**src/hdl/muldiv_pkg.sv**
```systemverilog
package muldiv_pkg;

   // ##############################
   // widths
   // ##############################

   localparam int lg_w = 5;
   localparam int w = 1 << lg_w;
   localparam int w2 = 2 * w;             // hi in upper half, lo in lower.

   // ##############################
   // pointer sizes
   // ##############################

   localparam int lg_rob_entries = 6;
   localparam int lg_hilo_prf_entries = 4;
   localparam int hilo_prf_entries = 1 << lg_hilo_prf_entries;

   // ##############################
   // types
   // ##############################

   typedef logic [w-1:0] word_t;
   typedef logic [w2-1:0] dword_t;

   typedef logic [lg_rob_entries-1:0] rob_ptr_t;
   typedef logic [lg_hilo_prf_entries-1:0] hilo_ptr_t;

   // divider sequencing.
   typedef enum logic [1:0]
   {
      idle        = 2'd0,
      divide      = 2'd1,
      pack_output = 2'd2,
      wait_for_wb = 2'd3
   } div_state_t;

endpackage

```
**src/hdl/divider.sv**
```systemverilog
module divider
   import muldiv_pkg::*;
(
   input  logic      clk,
   input  logic      reset,
   input  logic      start,
   input  logic      is_signed,
   input  word_t     src_a,
   input  word_t     src_b,
   input  rob_ptr_t  rob_ptr_in,
   input  hilo_ptr_t hilo_ptr_in,
   input  logic      grant,
   output dword_t    y,
   output rob_ptr_t  rob_ptr_out,
   output hilo_ptr_t hilo_ptr_out,
   output logic      ready,
   output logic      complete
);

   div_state_t r_state;
   div_state_t n_state;

   logic       r_is_signed;
   logic       r_quo_neg;          // operand signs differ.
   logic       r_rem_neg;          // dividend was negative.
   rob_ptr_t   r_rob_ptr;
   hilo_ptr_t  r_hilo_ptr;

   dword_t     r_rem;
   dword_t     r_den;
   word_t      r_quo;              // quotient shift register.
   dword_t     r_y;
   logic [lg_w-1:0] r_idx;

   word_t      t_mag_a;
   word_t      t_mag_b;
   dword_t     t_shift;
   logic       t_fits;
   word_t      t_quo_out;
   word_t      t_rem_out;

   // ##############################
   // operand conditioning
   // ##############################

   assign t_mag_a = (is_signed & src_a[w-1]) ? (~src_a + 1'b1) : src_a;
   assign t_mag_b = (is_signed & src_b[w-1]) ? (~src_b + 1'b1) : src_b;

   // one restoring step.
   assign t_shift = {r_rem[w2-2:0], 1'b0};
   assign t_fits = (t_shift >= r_den);

   // sign fixup for the packed result.
   assign t_quo_out = (r_is_signed & r_quo_neg) ? (~r_quo + 1'b1) : r_quo;
   assign t_rem_out = (r_is_signed & r_rem_neg) ? (~r_rem[w2-1:w] + 1'b1) : r_rem[w2-1:w];

   // ##############################
   // fsm
   // ##############################

   always_comb
   begin
      n_state = r_state;
      case (r_state)
         idle:
         begin
            if (start)
            begin
               n_state = divide;
            end
         end
         divide:
         begin
            if (r_idx == '0)
            begin
               n_state = pack_output;
            end
         end
         pack_output:
         begin
            n_state = wait_for_wb;
         end
         wait_for_wb:
         begin
            if (grant)                 // held until the port is ours.
            begin
               n_state = idle;
            end
         end
         default:
         begin
            n_state = idle;
         end
      endcase
   end

   always_ff @(posedge clk)
   begin
      if (reset)
      begin
         r_state <= idle;
      end
      else
      begin
         r_state <= n_state;
      end
   end

   // ##############################
   // datapath
   // ##############################

   always_ff @(posedge clk)
   begin
      case (r_state)
         idle:
         begin
            r_rob_ptr <= rob_ptr_in;
            r_hilo_ptr <= hilo_ptr_in;
            r_is_signed <= is_signed;
            r_quo_neg <= src_a[w-1] ^ src_b[w-1];
            r_rem_neg <= src_a[w-1];
            r_rem <= {{w{1'b0}}, t_mag_a};
            r_den <= {t_mag_b, {w{1'b0}}};
            r_idx <= lg_w'(w - 1);
         end
         divide:
         begin
            r_rem <= t_fits ? (t_shift - r_den) : t_shift;
            r_quo <= {r_quo[w-2:0], t_fits};
            r_idx <= r_idx - 1'b1;
         end
         pack_output:
         begin
            r_y <= {t_rem_out, t_quo_out};   // remainder to hi.
         end
         default:
         begin
         end
      endcase
   end

   assign y = r_y;
   assign rob_ptr_out = r_rob_ptr;
   assign hilo_ptr_out = r_hilo_ptr;
   assign complete = (r_state == wait_for_wb);
   assign ready = (r_state == idle) & ~start;

endmodule

```
**src/hdl/multiplier.sv**
```systemverilog
module multiplier
   import muldiv_pkg::*;
(
   input  logic      clk,
   input  logic      reset,
   input  logic      start,
   input  logic      is_signed,
   input  word_t     src_a,
   input  word_t     src_b,
   input  rob_ptr_t  rob_ptr_in,
   input  hilo_ptr_t hilo_ptr_in,
   output dword_t    y,
   output rob_ptr_t  rob_ptr_out,
   output hilo_ptr_t hilo_ptr_out,
   output logic      complete
);

   // stage one.
   logic              r_valid_1;
   logic signed [w:0] r_a;
   logic signed [w:0] r_b;
   rob_ptr_t          r_rob_ptr_1;
   hilo_ptr_t         r_hilo_ptr_1;

   // stage two.
   logic              r_valid_2;
   dword_t            r_prod;
   rob_ptr_t          r_rob_ptr_2;
   hilo_ptr_t         r_hilo_ptr_2;

   logic signed [w2+1:0] t_prod;

   // one extra bit covers both signed and unsigned operands.
   assign t_prod = r_a * r_b;

   // ##############################
   // valid pipe
   // ##############################

   always_ff @(posedge clk)
   begin
      if (reset)
      begin
         r_valid_1 <= 1'b0;
         r_valid_2 <= 1'b0;
      end
      else
      begin
         r_valid_1 <= start;
         r_valid_2 <= r_valid_1;
      end
   end

   // ##############################
   // payload pipe
   // ##############################

   always_ff @(posedge clk)
   begin
      r_a <= {is_signed & src_a[w-1], src_a};
      r_b <= {is_signed & src_b[w-1], src_b};
      r_rob_ptr_1 <= rob_ptr_in;
      r_hilo_ptr_1 <= hilo_ptr_in;

      r_prod <= t_prod[w2-1:0];             // low 64 bits are exact.
      r_rob_ptr_2 <= r_rob_ptr_1;
      r_hilo_ptr_2 <= r_hilo_ptr_1;
   end

   assign y = r_prod;
   assign rob_ptr_out = r_rob_ptr_2;
   assign hilo_ptr_out = r_hilo_ptr_2;
   assign complete = r_valid_2;

endmodule

```
**src/hdl/wb_arbiter.sv**
```systemverilog
module wb_arbiter
   import muldiv_pkg::*;
(
   input  logic      clk,
   input  logic      reset,
   input  logic      mul_complete,
   input  dword_t    mul_y,
   input  rob_ptr_t  mul_rob_ptr,
   input  hilo_ptr_t mul_hilo_ptr,
   input  logic      div_complete,
   input  dword_t    div_y,
   input  rob_ptr_t  div_rob_ptr,
   input  hilo_ptr_t div_hilo_ptr,
   output logic      div_grant,
   output logic      wb_valid,
   output dword_t    wb_value,
   output rob_ptr_t  wb_rob_ptr,
   output hilo_ptr_t wb_hilo_ptr
);

   // multiplier pipe cannot stall, so it always wins.
   assign div_grant = div_complete & ~mul_complete;

   // ##############################
   // write-back register
   // ##############################

   always_ff @(posedge clk)
   begin
      if (reset)
      begin
         wb_valid <= 1'b0;
      end
      else
      begin
         wb_valid <= mul_complete | div_complete;
      end
   end

   always_ff @(posedge clk)
   begin
      if (mul_complete)
      begin
         wb_value <= mul_y;
         wb_rob_ptr <= mul_rob_ptr;
         wb_hilo_ptr <= mul_hilo_ptr;
      end
      else
      begin
         wb_value <= div_y;              // don't care when idle.
         wb_rob_ptr <= div_rob_ptr;
         wb_hilo_ptr <= div_hilo_ptr;
      end
   end

endmodule

```
**src/hdl/hilo_regfile.sv**
```systemverilog
module hilo_regfile
   import muldiv_pkg::*;
(
   input  logic      clk,
   input  logic      reset,
   input  logic      wb_valid,
   input  hilo_ptr_t wb_hilo_ptr,
   input  dword_t    wb_value,
   input  hilo_ptr_t rd_ptr,
   output dword_t    rd_value
);

   dword_t r_mem [hilo_prf_entries];

   // ##############################
   // write port
   // ##############################

   always_ff @(posedge clk)
   begin
      if (reset)
      begin
         for (int i = 0; i < hilo_prf_entries; i++)
         begin
            r_mem[i] <= '0;
         end
      end
      else if (wb_valid)
      begin
         r_mem[wb_hilo_ptr] <= wb_value;
      end
   end

   // combinational read without bypass.
   assign rd_value = r_mem[rd_ptr];

endmodule

```
**src/hdl/muldiv_unit.sv**
```systemverilog
module muldiv_unit
   import muldiv_pkg::*;
(
   input  logic      clk,
   input  logic      reset,
   input  logic      start,
   input  logic      is_div,
   input  logic      is_signed,
   input  word_t     src_a,
   input  word_t     src_b,
   input  rob_ptr_t  rob_ptr_in,
   input  hilo_ptr_t hilo_ptr_in,
   input  hilo_ptr_t rd_ptr,
   output logic      div_ready,
   output logic      wb_valid,
   output dword_t    wb_value,
   output rob_ptr_t  wb_rob_ptr,
   output hilo_ptr_t wb_hilo_ptr,
   output dword_t    rd_value
);

   logic      mul_start;
   logic      div_start;

   logic      mul_complete;
   dword_t    mul_y;
   rob_ptr_t  mul_rob_ptr;
   hilo_ptr_t mul_hilo_ptr;

   logic      div_complete;
   dword_t    div_y;
   rob_ptr_t  div_rob_ptr;
   hilo_ptr_t div_hilo_ptr;
   logic      div_grant;

   // issue steering.
   assign mul_start = start & ~is_div;
   assign div_start = start & is_div;

   // ##############################
   // execution peers
   // ##############################

   multiplier i_multiplier
   (
      .clk          (clk),
      .reset        (reset),
      .start        (mul_start),
      .is_signed    (is_signed),
      .src_a        (src_a),
      .src_b        (src_b),
      .rob_ptr_in   (rob_ptr_in),
      .hilo_ptr_in  (hilo_ptr_in),
      .y            (mul_y),
      .rob_ptr_out  (mul_rob_ptr),
      .hilo_ptr_out (mul_hilo_ptr),
      .complete     (mul_complete)
   );

   divider i_divider
   (
      .clk          (clk),
      .reset        (reset),
      .start        (div_start),
      .is_signed    (is_signed),
      .src_a        (src_a),
      .src_b        (src_b),
      .rob_ptr_in   (rob_ptr_in),
      .hilo_ptr_in  (hilo_ptr_in),
      .grant        (div_grant),
      .y            (div_y),
      .rob_ptr_out  (div_rob_ptr),
      .hilo_ptr_out (div_hilo_ptr),
      .ready        (div_ready),
      .complete     (div_complete)
   );

   // ##############################
   // write-back and storage
   // ##############################

   wb_arbiter i_wb_arbiter
   (
      .clk          (clk),
      .reset        (reset),
      .mul_complete (mul_complete),
      .mul_y        (mul_y),
      .mul_rob_ptr  (mul_rob_ptr),
      .mul_hilo_ptr (mul_hilo_ptr),
      .div_complete (div_complete),
      .div_y        (div_y),
      .div_rob_ptr  (div_rob_ptr),
      .div_hilo_ptr (div_hilo_ptr),
      .div_grant    (div_grant),
      .wb_valid     (wb_valid),
      .wb_value     (wb_value),
      .wb_rob_ptr   (wb_rob_ptr),
      .wb_hilo_ptr  (wb_hilo_ptr)
   );

   hilo_regfile i_hilo_regfile
   (
      .clk          (clk),
      .reset        (reset),
      .wb_valid     (wb_valid),
      .wb_hilo_ptr  (wb_hilo_ptr),
      .wb_value     (wb_value),
      .rd_ptr       (rd_ptr),
      .rd_value     (rd_value)
   );

endmodule

```
**config.mk**
```make
export PLATFORM = sky130hd
export DESIGN_NAME = muldiv_unit
export DESIGN_NICKNAME = d
export VERILOG_FILES = /design/src/hdl/muldiv_pkg.sv /design/src/hdl/divider.sv /design/src/hdl/multiplier.sv /design/src/hdl/wb_arbiter.sv /design/src/hdl/hilo_regfile.sv /design/src/hdl/muldiv_unit.sv
export SDC_FILE = /design/constraint.sdc
export NUM_CORES = 2
export LEC_CHECK = 0
export ABC_CLOCK_PERIOD_IN_PS = 23700
export BUFFER_PORTS_ARGS = -buffer_cell sky130_fd_sc_hd__buf_2
export CAP_MARGIN = 30
export CORE_ASPECT_RATIO = 1.2
export CORE_MARGIN = 4
export CORE_UTILIZATION = 55
export CTS_BUF_LIST = sky130_fd_sc_hd__clkbuf_8
export CTS_CLUSTER_SIZE = 24
export DETAILED_ROUTE_END_ITERATION = 10
export PLACE_DENSITY = 0.81
export SYNTH_ARGS = -nofsm -noshare
export SYNTH_HDL_FRONTEND = slang
export SYNTH_SLANG_ARGS = --single-unit
export TNS_END_PERCENT = 5
```
**constraint.sdc**
```tcl
create_clock -name clk -period 23.7 [get_ports clk]
set_input_delay 2.37 -clock clk [delete_from_list [all_inputs] [get_ports clk]]
set_output_delay 2.37 -clock clk [all_outputs]
set_load 0.02 [all_outputs]
```
==> out/results.txt <==
sequential area share after synthesis - 41.2%
cell type group with the largest total delay on the critical path - adder cells
cts-stage hold buffer count - 0
number of buffers inserted to repair setup after CTS - 0
worst slew margin relative to its limit - 23.1%
Ports - 223
average routed wire per standard cell - 24.7 um
antenna violations before repair - 40
critical path's most frequent cell - fa_1
run status - finished clean
Vias/cell - 5.90
proportion of layout cells with a drive suffix above 1 - 13.4%
hold path startpoint - i_multiplier.r_rob_ptr_1[1]
Nets - 9666
critical path's largest stage delay - 0.95 ns
total of warnings raised by yosys - 0
effective utilization at floorplan - 55.2%
category of the critical setup timing path - reg -> reg
Core Box Area - 183000 um2
first-pass GRT wire length - 410000 um
number of buffers between clock root and the deepest sink - 3
Post-synth ARST share - 0%
number of storage elements in the synthesis netlist - 1463
Cells after Synth - 8173
number of synthesized flops with an enable pin - 1234
clock edge transition at the registers on the reported setup and hold paths - 0.06 ns
height of the die - 477 um
DR pass1 iterations - 8
detailed-route via count - 64100
reg-to-reg startpoint - i_multiplier.r_a[16]
Mean Syn Cell Area - 12.4 um2
Startpoint Class - flip-flop
total length of routed wires - 268000 um
worst hold path cell count - 0
# clock sinks - 1463
library cell contributing the largest single delay on the critical path - dfxtp_2
vias in the first global route - 69700
number of failing hold endpoints at the final stage - 0
synth unique cells - 87
required time reported for the critical path endpoint - 24.49 ns
final HPWL from detailed placement - 178000 um
data arrival at the endpoint of the critical path - 9.86 ns
Final ANT Viol Nets - 0
depth of the worst register-to-register path - 25
Crit Path Max Fanout - 33
largest net degree at the start of global routing - 123
hold path endpoint - i_multiplier.rob_ptr_out[1]
number of gates given a new drive strength after cts - 0
horizontal die dimension - 399 um
type of the worst min-delay path - reg -> reg
Worst Setup End Kind - flip-flop
layout overhead on the synthesized area - 7.85%
Max Clock Skew - 0.0739 ns
final estimated routing congestion in global placement - 0.938
Crit path buffers/inverters - 5
number of H-tree levels - 4
number of nets in the synthesized netlist - 9635
highest clock rate - 110 MHz
number of DRC markers after the initial detailed-route iteration - 6262
Syn Std Cell Area - 101000 um2
final total negative setup slack - 0 ns
total global routing track utilization - 28.6%
# setup viols final - 0
Root Buffer - clkbuf_8
pin slew with the least headroom to its limit - 1.15 ns
post-route DRC violation count - 0
final critical path time including I/O delays and setup - 9.08 ns
remaining global-route overflow - 0
worst reg2reg path endpoint - i_multiplier.y[58]
Slew Limit Fails - 0
DIE AREA - 191000 um2
PortBufs - 222
fillcell total - 13500
latest clock arrival within the worst-skew pair - 0.95 ns
CTS Buf Count - 210
portion of the clock cycle consumed by the worst path in the final layout - 38.3%
TritonCTS clock tree - yes
Top FF cell, synth - edfxtp_1
reg-to-reg setup timing slack - 14.62 ns
floorplan row count - 172
Max Cap Viol - 0
RSZ-0062 raised after global routing - no
[worst max path at each step]
stage | from | end | slack [ns] | depth (start not counted)
final | i_multiplier.r_a[16] | i_multiplier.y[58] | 14.62 | 25
after global routing | i_multiplier.r_a[19] | i_multiplier.y[62] | 14.16 | 25
after CTS | i_multiplier.r_a[16] | i_multiplier.y[62] | 14.79 | 25
after detailed placement | i_multiplier.r_a[16] | i_multiplier.y[62] | 14.87 | 25
after global placement | i_multiplier.r_b[0] | i_multiplier.y[63] | 14.35 | 26
after floorplan | i_multiplier.r_a[32] | i_multiplier.y[63] | 15.71 | 26
[sequential cells by signal, indices dropped and copies added (netlist names), 5 cells and up]
register	flops
i_hilo_regfile.r_mem	1024
i_multiplier.rob_ptr_out	6
i_multiplier.r_rob_ptr_1	6
i_multiplier.r_a	33
i_multiplier.r_b	33
i_multiplier.y	64
i_wb_arbiter.wb_value	64
i_divider.y	64
i_divider.r_quo	32
i_divider.r_rem	64
i_divider.r_den	32
i_divider.r_idx	5
i_divider.rob_ptr_out	6
i_wb_arbiter.wb_rob_ptr	6
[per-layer routing]
metal	share of wire (%)	track usage, %	wire, um	up-vias
met5	0.055	0	147	-
li1	-	-	-	26600
met1	34	34.4	90100	32400
met2	49	47.4	130000	4101
met4	5.1	12.8	13700	20
met3	13	8.77	33800	976
[cell families after synthesis]
group                    after synthesis  synth area share [%]
buffers and inverters               1658                  6.19
XOR/XNOR                             218                  1.89
AND/OR/NAND/NOR                     2607                  14.3
multiplexers                         399                  8.01
AO/OA/AOI/OAI                        449                  2.91
adder cells (fa/ha/maj)             1379                  25.5
flip-flops                          1463                  41.2
[area by class of cell]
cell class              instances  area, um2  area share (%)
flip-flops and latches       1463      41700            38.3
well taps                    2436       3050            2.80
multi-input cells            5052      53300            48.9
clock inverters               145        928           0.853
inverters                    1147       4310            3.95
clock buffers                 251       3450            3.17
diodes                         26       65.1          0.0597
repair buffers                330       2160            1.99
[cell usage in the layout, fill, tap and decap left out, types with 133 or more instances in the layout]
master and count:
fa_1 1126, edfxtp_1 1234, ha_1 250, clkbuf_8 251, xnor2_1 133, a21oi_1 137, dfxtp_1 197, inv_1 1235
mux4_2 320, buf_2 221, nand2_1 646, and2_1 1581
[through the flow]
stage                     cells  hold slack, ns  utilization (%)  area, um2  setup WS, ns
after global placement    10400           0.310             56.9     104000         14.35
after detailed placement  10400           0.313             57.1     104000         14.87
after CTS                 10800           0.319             59.4     109000         14.79
after floorplan            8173           0.310                -     101000         15.71
after global routing      10800           0.330             59.5     109000         14.16
final                     10900           0.323             59.5     109000         14.62
[synthesized netlist by cell type (11+ instances only)]
cell         n  area share [%]
a21o_1      54            0.40
a21oi_1    137            0.68
and2_1    1581             9.8
buf_1       29            0.11
clkbuf_1   475             1.8
dfxtp_1    229             4.5
edfxtp_1  1234              37
fa_1      1126              22
ha_1       253             3.1
inv_1     1147             4.3
mux2_2      75            0.84
mux4_2     320             7.1
nand2_1    646             2.4
nand2b_1    32            0.20
nand3_1     24            0.12
nand4_1     17            0.11
nor2_1     118            0.44
nor2b_1     36            0.22
nor3_1      44            0.22
nor4_1      16           0.099
o21a_1      12           0.089
o21ai_0     97            0.48
o21ai_1     12           0.059
o21bai_1    11           0.082
o31ai_1     16            0.12
or2_2       24            0.15
or3_1       11           0.068
or3b_1      21            0.18
xnor2_1    133             1.2
xor2_1      85            0.74
Power is left out: the tool's default activity adds up to more than one toggle a clock period on the data nets, which glitch-free logic cannot reach.
